==> config.mk <==
export PLATFORM = sky130hd
export DESIGN_NAME = frame_pairer
export DESIGN_NICKNAME = d
export VERILOG_FILES = /design/src/logic/csr_pkg.sv /design/src/logic/fft_pkg.sv /design/src/logic/frame_pairer.sv
export VERILOG_INCLUDE_DIRS = /design/src /design/src/include
export SDC_FILE = /design/constraint.sdc
export NUM_CORES = 1
export LEC_CHECK = 0
export ABC_AREA = 1
export BUFFER_PORTS_ARGS = -buffer_cell sky130_fd_sc_hd__buf_4
export CORE_AREA = 2 2 378 380
export DETAILED_ROUTE_END_ITERATION = 16
export DIE_AREA = 0 0 380 382
export PLACE_DENSITY_LB_ADDON = 0.12
export REMOVE_ABC_BUFFERS = 1
export SETUP_SLACK_MARGIN = 0.05
export SYNTH_ARGS = -nofsm -noshare
export SYNTH_HDL_FRONTEND = slang
export SYNTH_SLANG_ARGS = --single-unit
export TNS_END_PERCENT = 20
==> constraint.sdc <==
create_clock -name clk -period 33.4 [get_ports clk]
set_input_delay 3.34 -clock clk [delete_from_list [all_inputs] [get_ports clk]]
set_output_delay 3.34 -clock clk [all_outputs]
set_load 0.01 [all_outputs]
==> src/include/fft_settings.svh <==
`ifndef FFT_SETTINGS_SVH
`define FFT_SETTINGS_SVH

// Datapath geometry and timing.
`define FFT_LANES   16
`define FFT_TW_FRAC 8
`define FFT_SR_HOLD 9

// Register offsets in bytes.
`define FFT_ADDR_CTRL  8'h00
`define FFT_ADDR_COUNT 8'h04
`define FFT_ADDR_ID    8'h08

`define FFT_ID_VALUE 32'hFF72_0001

`endif

==> src/logic/csr_pkg.sv <==
`default_nettype none

package csr_pkg;

    typedef logic [7:0]  addr_t;
    typedef logic [31:0] data_t;
    typedef logic [3:0]  strb_t;
    typedef logic [1:0]  resp_t;
    typedef logic [15:0] count_t;

    typedef struct packed {
        logic  aw_valid;
        addr_t aw_addr;
        logic  w_valid;
        data_t w_data;
        strb_t w_strb;
        logic  b_ready;
        logic  ar_valid;
        addr_t ar_addr;
        logic  r_ready;
    } axil_req_t;

    typedef struct packed {
        logic  aw_ready;
        logic  w_ready;
        logic  b_valid;
        resp_t b_resp;
        logic  ar_ready;
        logic  r_valid;
        data_t r_data;
        resp_t r_resp;
    } axil_rsp_t;

    typedef struct packed {
        logic enable;
        logic bypass;
        logic clear;   // Single-cycle pulse.
    } ctrl_t;

endpackage

`default_nettype wire

==> src/logic/fft_pkg.sv <==
`default_nettype none
`include "fft_settings.svh"

package fft_pkg;

    typedef logic signed [9:0]  sample_t;
    typedef logic signed [10:0] sum_t;      // One bit of growth from a + b.
    typedef logic signed [9:0]  twiddle_t;  // Q2.8, so 256 is unity.
    typedef logic signed [12:0] result_t;

    typedef struct packed {
        sample_t re;
        sample_t im;
    } cplx_in_t;

    typedef struct packed {
        result_t re;
        result_t im;
    } cplx_out_t;

    // Lane 0 sits in the least significant bits.
    typedef cplx_in_t  [`FFT_LANES-1:0] frame_in_t;
    typedef cplx_out_t [`FFT_LANES-1:0] frame_out_t;

    typedef struct packed {
        frame_in_t a;
        frame_in_t b;
    } pair_t;

    typedef struct packed {
        frame_out_t add;
        frame_out_t diff;
    } bfly_out_t;

endpackage

`default_nettype wire

==> src/logic/frame_pairer.sv <==
`default_nettype none

module frame_pairer (
    input  logic               clk,
    input  logic               rstn,
    input  logic               in_valid,
    input  fft_pkg::frame_in_t in_frame,
    input  csr_pkg::ctrl_t     ctrl,
    output logic               pair_valid,
    output fft_pkg::pair_t     pair
);

    logic               phase_b;   // High while the stored frame waits for its partner.
    logic               accept;
    fft_pkg::frame_in_t frame_a;

    // Frames arriving while disabled are dropped and leave the phase alone.
    assign accept = in_valid && ctrl.enable;

    always_ff @(posedge clk or negedge rstn) begin
        if (!rstn) begin
            phase_b    <= 1'b0;
            pair_valid <= 1'b0;
        end else begin
            pair_valid <= accept && phase_b && !ctrl.clear;
            if (ctrl.clear) begin
                phase_b <= 1'b0;
            end else if (accept) begin
                phase_b <= !phase_b;
            end
        end
    end

    always_ff @(posedge clk) begin
        if (accept && !phase_b) begin
            frame_a <= in_frame;
        end
        if (accept && phase_b) begin
            pair.a <= frame_a;
            pair.b <= in_frame;
        end
    end

endmodule

`default_nettype wire

==> results.toml <==
[status]
status = "finished, final reports clean"

[sta]
timing.setup.tns_ns = 0
drv_slew = 0
period_needed_ns = 7.771
skew_ns = 0.02102
tightest_slew_ns = 1.062
period_share_pct = 23.27
max_freq_mhz = 128.7
rsz0062_at_grt = "false"
slew_headroom_pct = 29.17
setup_viol = 0
hold_viol = 0

[finish]
final_nets = 2383
drive_gt1_share_pct = 52.42
design_area_um2 = 41810
fillers = 14010
syn_to_final_growth_pct = 44.55
instances_no_fill = 4022

[floorplanning]
die_w_um = 380
fp-row-count = 138
core_um2 = 140900
initial_core_util_pct = 20.53
io_pins = 967
fp.dieH_um = 382
dieArea_um2 = 145200

[worst_setup_path]
r2r_slack_ns = 28.14
arrival_ns = 8.08
rr_startpoint = "phase_b$_DFFE_PN0P_"
critPathRequiredTime_ns = 33.70
timing.critical_path.from = "in_valid"
cp-start-kind = "input pin"
setup.worst_path.end_class = "flip-flop"
crit_type = "input pin to flip-flop"
crit_fanout = 71

[global_routing]
grt_pass1_wl_um = 113700
grt_max_degree = 167
grt_pass1_vias = 14880
gr-total-overflow = 0
antenna_found_initial = 6
grtUsageTotal_pct = 11.01

[pwr]
totalPowerFinal_mw = 2.587
ir_drop_uv = 42.63
leakage_nw = 15.10
cellPowerDensity_nw_per_um2 = 61.86

[logic_synthesis]
ys.warnings.count = 0
ys_ff_latch = 962
ys_types = 8
synth_mux_area_share_pct = 0
yosysSeqAreaShare_pct = 99.83
netlist_area_um2 = 28930
synth_area_leaders = "edfxtp_1 (100%), dfrtp_1 (0.17%), nand2_1 (0.052%)"
synthXorXnorAreaFrac_pct = 0
synth_fa_ha_area_share_pct = 0
synth-simple-area-share_pct = 0.1427
synth.largest_area_cell = "edfxtp_1"
syn_area_per_cell_um2 = 29.73
synth_top_family_by_area = "simple AND/OR/NAND/NOR gates"
synth_top_area_share_pct = 99.66
synth_compound_area_share_pct = 0
synthCells = 973

[clocking]
cts_hold_buf = 0
clockRootBuffer = "clkbuf_16"
cts-buffers-inserted = 104
htreeDepth = 3
cts_buffer_depth = 3
path_clk_slew_ns = 0.06
clock-sinks = 962
cts_tree = "yes"
clock_latency_ns = 0.70
ctsResizeCount = 0
postCtsSetupRepairBufs = 0

[detailed_routing]
antenna_left = 0
vias_per_cell = 3.471
drtPass1Iterations = 6
vias = 13960
wl_per_cell_um = 20.74
routed_wirelength_um = 83420
first_iter_violations = 718
drc = 0

[hold_path]
hold_path.class = "flip-flop to flip-flop"
worstHoldStart = "frame_a[111]$_DFFE_PP_"

[place]
dp_cells = 3841
dpl-instance-area_um2 = 38670
routabilityCongestion = 0.7941
numPortBuffers = 965
post-dp-hpwl_um = 60050

[run]
drv_cap = 0
==> per-layer routing <==
| layer | wire length [µm] | share of wire [%] | vias to the layer above | global-route usage (%) |
|---|---|---|---|---|
| li1 | - | - | 6178 | - |
| met1 | 28600 | 34 | 7017 | 11.04 |
| met2 | 43590 | 52 | 632 | 19.59 |
| met3 | 8797 | 11 | 132 | 5.293 |
| met4 | 2411 | 2.9 | 2 | 4.233 |
| met5 | 20 | 0.024 | - | 0 |
==> cell usage after synthesis (all sizes together) <==
cell    count
nor2        3
dfrtp       2
edfxtp    960
inv         2
nand2       4
nor3        1
nand3       1
==> placed cells by master, fill, tap and decap left out, drive strengths merged <==
cell type / count
clkbuf: 132
inv: 6
edfxtp: 960
nor2: 3
clkinv: 39
nand2: 4
diode: 1
bufinv: 4
nor3: 1
nand3: 1
buf: 978
clkinvlp: 1
dfrtp: 2
==> critical path: stages <==
cell	delay, ns
buf_4	0.08
nand2_1	0.23
nor2_4	0.20
buf_4	0.72
buf_4	0.76
buf_4	0.80
buf_4	0.85
buf_4	0.80
==> per-stage QoR <==
stage | setup WS (ns) | utilization, % | hold slack, ns
after floorplan | 1.820 | - | 0.4003
after global placement | 24.98 | 27.45 | 0.4002
after detailed placement | 24.79 | 27.45 | 0.4045
after CTS | 25.60 | 29.67 | 0.3947
after global routing | 25.29 | 29.68 | 0.4002
final | 25.63 | 29.68 | 0.4012
==> cells by family after synthesis <==
family	Yosys count
simple gates	9
buf+inv	2
flops	962
==> path summary, 6_finish.rpt <==
check | to | cells past startpoint
hold / removal | pair[431]$_DFFE_PP_ | 0
hold reg to reg | pair[431]$_DFFE_PP_ | 0
setup / recovery | pair[307]$_DFFE_PP_ | 8
max in group asynchronous | phase_b$_DFFE_PN0P_ | 1
setup reg to reg | pair[307]$_DFFE_PP_ | 7
min in group asynchronous | pair_valid$_DFF_PN0_ | 1
==> power breakdown <==
part | switching [mW] | leakage [nW] | internal [mW]
combinational | 0.0657 | 4.74 | 0.0508
sequential | 0.0110 | 8.82 | 1.38
clock | 0.467 | 1.54 | 0.611
==> state kept, by name, indices dropped and copies added (netlist names) <==
register	count
phase_b	1
pair	640
frame_a	320
pair_valid	1
==> layout make-up <==
class                           count  area (µm²)  share of cell area, %
Sequential cell                   962       28880                  69.06
Timing Repair Buffer              978        7367                  17.62
Clock buffer                      132        2750                  6.577
Tap cell                         1890        2365                  5.656
Clock inverter                     48       386.6                 0.9247
Multi-Input combinational cell      9       56.30                 0.1347
Inverter                            2       7.507                0.01795
Antenna cell                        1       2.502               0.005985
No activity file was read; power rests on OpenSTA's default activity.
