<file path="src/include/fft_settings.svh">
`ifndef FFT_SETTINGS_SVH
`define FFT_SETTINGS_SVH

// Datapath geometry and timing.
`define FFT_LANES   16
`define FFT_TW_FRAC 8
`define FFT_SR_HOLD 9

// Register offsets in bytes.
`define FFT_ADDR_CTRL  8'h00
`define FFT_ADDR_COUNT 8'h04
`define FFT_ADDR_ID    8'h08

`define FFT_ID_VALUE 32'hFF72_0001

`endif

</file>
<file path="src/logic/csr_pkg.sv">
`default_nettype none

package csr_pkg;

    typedef logic [7:0]  addr_t;
    typedef logic [31:0] data_t;
    typedef logic [3:0]  strb_t;
    typedef logic [1:0]  resp_t;
    typedef logic [15:0] count_t;

    typedef struct packed {
        logic  aw_valid;
        addr_t aw_addr;
        logic  w_valid;
        data_t w_data;
        strb_t w_strb;
        logic  b_ready;
        logic  ar_valid;
        addr_t ar_addr;
        logic  r_ready;
    } axil_req_t;

    typedef struct packed {
        logic  aw_ready;
        logic  w_ready;
        logic  b_valid;
        resp_t b_resp;
        logic  ar_ready;
        logic  r_valid;
        data_t r_data;
        resp_t r_resp;
    } axil_rsp_t;

    typedef struct packed {
        logic enable;
        logic bypass;
        logic clear;   // Single-cycle pulse.
    } ctrl_t;

endpackage

`default_nettype wire

</file>
<file path="src/logic/fft_csr.sv">
`default_nettype none
`include "fft_settings.svh"

module fft_csr (
    input  logic               clk,
    input  logic               rstn,
    input  csr_pkg::axil_req_t axil_req,
    output csr_pkg::axil_rsp_t axil_rsp,
    input  logic               blk_done,
    output csr_pkg::ctrl_t     ctrl
);

    logic            aw_ready;
    logic            w_ready;
    logic            b_valid;
    logic            ar_ready;
    logic            r_valid;
    logic            aw_got;
    logic            w_got;
    logic            wr_ctrl;
    csr_pkg::addr_t  wr_addr;
    csr_pkg::data_t  wr_data;
    csr_pkg::strb_t  wr_strb;
    csr_pkg::data_t  r_data;
    csr_pkg::data_t  rd_mux;
    csr_pkg::count_t blk_count;

    // The write lands once both address and data are held and no response is pending.
    assign wr_ctrl = aw_got && w_got && !b_valid && (wr_addr == `FFT_ADDR_CTRL) && wr_strb[0];

    always_comb begin
        case (axil_req.ar_addr)
            `FFT_ADDR_CTRL:  rd_mux = {30'd0, ctrl.bypass, ctrl.enable};
            `FFT_ADDR_COUNT: rd_mux = {16'd0, blk_count};
            `FFT_ADDR_ID:    rd_mux = `FFT_ID_VALUE;
            default:         rd_mux = '0;
        endcase
    end

    always_ff @(posedge clk or negedge rstn) begin
        if (!rstn) begin
            aw_ready <= 1'b0;
            w_ready  <= 1'b0;
            b_valid  <= 1'b0;
            ar_ready <= 1'b0;
            r_valid  <= 1'b0;
            aw_got   <= 1'b0;
            w_got    <= 1'b0;
            ctrl     <= '0;
        end else begin
            // Ready pulses for one cycle, so each channel takes one beat.
            aw_ready <= !aw_ready && axil_req.aw_valid && !aw_got && !b_valid;
            w_ready  <= !w_ready && axil_req.w_valid && !w_got && !b_valid;
            ar_ready <= !ar_ready && axil_req.ar_valid && !r_valid;
            ctrl.clear <= wr_ctrl && wr_data[2];
            if (aw_ready && axil_req.aw_valid) aw_got <= 1'b1;
            if (w_ready && axil_req.w_valid) w_got <= 1'b1;
            if (aw_got && w_got && !b_valid) begin
                b_valid <= 1'b1;
                aw_got  <= 1'b0;
                w_got   <= 1'b0;
            end else if (b_valid && axil_req.b_ready) begin
                b_valid <= 1'b0;
            end
            if (wr_ctrl) begin
                ctrl.enable <= wr_data[0];
                ctrl.bypass <= wr_data[1];
            end
            if (ar_ready && axil_req.ar_valid) begin
                r_valid <= 1'b1;
            end else if (r_valid && axil_req.r_ready) begin
                r_valid <= 1'b0;
            end
        end
    end

    always_ff @(posedge clk) begin
        if (aw_ready && axil_req.aw_valid) wr_addr <= axil_req.aw_addr;
        if (w_ready && axil_req.w_valid) begin
            wr_data <= axil_req.w_data;
            wr_strb <= axil_req.w_strb;
        end
        if (ar_ready && axil_req.ar_valid) r_data <= rd_mux;
    end

    always_ff @(posedge clk or negedge rstn) begin
        if (!rstn) begin
            blk_count <= '0;
        end else if (ctrl.clear) begin
            blk_count <= '0;
        end else if (blk_done) begin
            blk_count <= blk_count + 16'd1;   // Wraps at 16 bits.
        end
    end

    always_comb begin
        axil_rsp.aw_ready = aw_ready;
        axil_rsp.w_ready  = w_ready;
        axil_rsp.b_valid  = b_valid;
        axil_rsp.b_resp   = '0;   // OKAY for every address.
        axil_rsp.ar_ready = ar_ready;
        axil_rsp.r_valid  = r_valid;
        axil_rsp.r_data   = r_data;
        axil_rsp.r_resp   = '0;
    end

endmodule

`default_nettype wire

</file>
<file path="config.mk">
export PLATFORM = sky130hd
export DESIGN_NAME = fft_csr
export DESIGN_NICKNAME = d
export VERILOG_FILES = /design/src/logic/csr_pkg.sv /design/src/logic/fft_csr.sv
export VERILOG_INCLUDE_DIRS = /design/src /design/src/include
export SDC_FILE = /design/constraint.sdc
export NUM_CORES = 1
export LEC_CHECK = 0
export ABC_CLOCK_PERIOD_IN_PS = 1600
export BUFFER_PORTS_ARGS = -buffer_cell sky130_fd_sc_hd__buf_2
export CORE_ASPECT_RATIO = 1.1
export CORE_MARGIN = 2
export CORE_UTILIZATION = 47
export DETAILED_ROUTE_END_ITERATION = 7
export PLACE_DENSITY_LB_ADDON = 0.15
export SLEW_MARGIN = 20
export SYNTH_ARGS = -nofsm -noshare
export SYNTH_HDL_FRONTEND = slang
export SYNTH_SLANG_ARGS = --single-unit
</file>
<file path="constraint.sdc">
create_clock -name clk -period 1.6 [get_ports clk]
set_input_delay 0.16 -clock clk [delete_from_list [all_inputs] [get_ports clk]]
set_output_delay 0.16 -clock clk [all_outputs]
set_load 0.005 [all_outputs]
</file>
==> flow_summary.ini <==
[yosys]
yosys_warnings = 0
yosysUniqueCellTypes = 38
syn_inst = 193
syn_area_um2 = 2460
syn_avg_cell_area_um2 = 12.8
synth-seq-cells = 55
ys_seq_area_share_pct = 61.8

[setup_path]
critical_path.max_stage_delay_ns = 0.49
endpoint_kind = register
worstRegToRegCells = 4
path_class = register to register
start_kind = register
r2r_slack_ns = 0.11
crit_required_ns = 1.79
crit_arrival_ns = 1.68
r2r_start = blk_count[2]
crit_path_cell_trace = nand3_2, nor3_2, nand3_1, mux2_1
path_max_fanout = 5
slowest_stage = dfrtp_1
timing.rr.end = blk_count[15]

[status]
status = complete, no violations

[placed_design]
gp_congestion = 0.738
place_inst = 300
placed_area_um2 = 2730
dp.final_hpwl_mm = 2.70
io_buffers = 63

[sta]
fin_crit_ns = 1.49
whs_ns = 0.0207
setup_viol = 0
worstMarginPinSlew_ns = 0.615
fmax_mhz = 671
post-route-period-util_pct = 93.1
setup_tns_ns = 0
rsz0062_at_grt = yes
final_max_slew_viol_count = 0
hold_viol_final = 0
slew_headroom_pct = 59.0
skew_ns = 0.00946

[clock_tree]
clkSlewWorstSetupHoldPaths_ns = 0.09
cts-root-buf = clkbuf_8
clock_latency_ns = 0.31
clock-sinks = 55
cts_tree = yes
h-tree-depth = 2
clk_path_buf_depth = 2
numCtsBuffers = 5

[floorplan]
die_h_um = 79.9
ios = 104
die-area_um2 = 5840
core_area_um2 = 5030
die_x_um = 73.0
start_util_pct = 48.9
row_count = 27

[detailed_routing]
ant_nets = 0
wire_per_inst_um = 11.8
drc = 0
drt_iter0_drc = 57
drt_pass1_iterations = 2
via_count = 1498
via_per_inst = 4.83
drt_wl_total_mm = 3.66

[final_layout]
layout.nets = 312
layout.cells.non_filler = 310
antennaDiodeCount = 0
drive_gt1_share_pct = 36.5
finish.instance_area_um2 = 2840
area_delta_synth_final_pct = 15.3

[hold_path]
min-delay-path-class = primary input to register
hp-start = axil_req[11]
hold_end = wr_strb[0]
hold_depth = 1

[power_and_ir_drop]
clkPwrFrac_pct = 22.8
p_per_area_nw_per_um2 = 1110
p_total_w = 0.00315
ir_drop_uv = 655
pwr-share-seq_pct = 60.5
comb_power_share_pct = 16.7
internal_power_w = 0.00227
switching_share_pct = 28.0
p_sw_w = 0.000882
p_leak_nw = 1.27

[global_route]
grt_max_degree = 27
gr-usage-all-layers_pct = 14.0
antenna_found_initial = 0
grt_pass1_vias = 1414
grt_overflow = 0
grt_pass1_wl_mm = 6.15

[run]
drv_cap = 0
-- synthesized netlist by cell type --
cell,instances,area share [%]
nor3_2,2,0.81
nand3_1,5,1.0
buf_4,24,7.3
o21ai_0,1,0.20
nand2b_1,1,0.25
nor4_2,1,0.51
xnor2_1,10,3.6
nor2b_1,2,0.51
xor2_1,2,0.71
a21o_1,1,0.30
edfxtp_1,29,35
mux2i_1,3,1.2
buf_2,2,0.41
nor4b_1,2,0.71
mux2_1,2,0.91
ha_1,1,0.51
nand4_2,1,0.51
nor4_4,1,0.86
nand4_1,1,0.25
nand2_1,5,0.76
nor3b_2,1,0.51
dfrtp_1,26,26
nand3_2,2,0.81
inv_1,5,0.76
nor2_1,24,3.7
mux2_2,2,0.91
a21oi_1,1,0.20
clkbuf_1,1,0.15
or3_1,1,0.25
nor3b_1,3,0.91
o2111ai_4,1,1.1
o21ai_2,1,0.36
nor3_1,4,0.81
buf_6,1,0.46
a211oi_1,1,0.30
conb_1,1,0.15
nor4_1,5,1.3
and2_1,17,4.3
-- layer usage --
layer	share of wire, %	global-route usage, %
met5	0	0
met4	1.7	5.56
met3	5.8	4.42
met2	51	24.6
met1	42	15.6
-- flip-flops by register name (all words and copies together) (netlist names), 3 cells and up --
| signal | count |
|---|---|
| blk_count | 16 |
| r_data | 17 |
| wr_addr | 8 |
| wr_data | 3 |
| ctrl | 3 |
-- worst max-delay path by stage --
stage	startpoint	endpoint	slack, ns
floorplan	blk_count[0]	blk_count[14]	0.18
global placement	blk_count[0]	blk_count[14]	0.06
detailed placement	blk_count[0]	blk_count[14]	0.07
CTS	blk_count[0]	blk_count[14]	0.03
global route	blk_count[2]	blk_count[15]	-0.002
finish	blk_count[2]	blk_count[15]	0.11
-- worst max-delay path: cells and delay by family (launching register included) --
family        cells  cell delay, ns
flops             1            0.49
mux               1            0.32
simple gates      3            0.57
-- metrics by stage --
| step | setup slack, ns | utilization [%] |
|---|---|---|
| floorplan | 0.176 | - |
| global placement | 0.0638 | 54.1 |
| detailed placement | 0.0658 | 54.1 |
| CTS | 0.0333 | 56.0 |
| global route | -0.00227 | 56.5 |
| finish | 0.111 | 56.5 |
-- cell families after synthesis --
group / share of synthesized area [%]
other: 0.152
multiplexers: 3.05
adder cells (fa/ha/maj): 0.508
buffers and inverters: 9.09
AO/OA/AOI/OAI: 2.44
AND/OR/NAND/NOR: 18.7
flip-flops: 61.8
XOR/XNOR: 4.27
-- power groups by stage --
| stage | logic [W] | registers, W | clock network, W |
|---|---|---|---|
| 2_1_floorplan | 0.000414 | 0.00189 | 0 |
| 3_3_place_gp | 0.000511 | 0.00193 | 0 |
| 3_5_place_dp | 0.000525 | 0.00193 | 0 |
| 4_1_cts | 0.000525 | 0.00191 | 0.000748 |
| 5_1_grt | 0.000611 | 0.00194 | 0.000803 |
| 6_report | 0.000526 | 0.00191 | 0.000718 |
-- placed cells by master, fill, tap and decap left out, types with 3 or more instances in the layout --
cell	netlist	routed
and2_1	17	17
nor2_1	24	24
nor4_1	5	4
xnor2_1	10	10
conb_1	1	8
nand3_1	5	5
edfxtp_1	29	29
nand2_1	5	5
buf_4	24	8
dfrtp_1	26	24
clkbuf_8	0	5
inv_1	5	5
buf_2	2	63
nor3_1	4	4
mux2i_1	3	3
nor3b_1	3	3
-- area by class of cell --
class                      count  area [um2]
tap                           58        72.6
inverter                       5        18.8
sequential                    55        1520
clock buffer                   7        76.3
timing repair buffer          72         385
fill                         430        2190
clock inverter                 1        5.00
multi-input combinational    112         759
-- timing repair --
action,in CTS,in global routing
endpoints found under the hold margin,26,0
buffers inserted,0,1
hold buffers,1,0
setup endpoints to repair,0,4
gates resized for setup,0,4
Note: power is estimated with default switching activity, not from simulation.
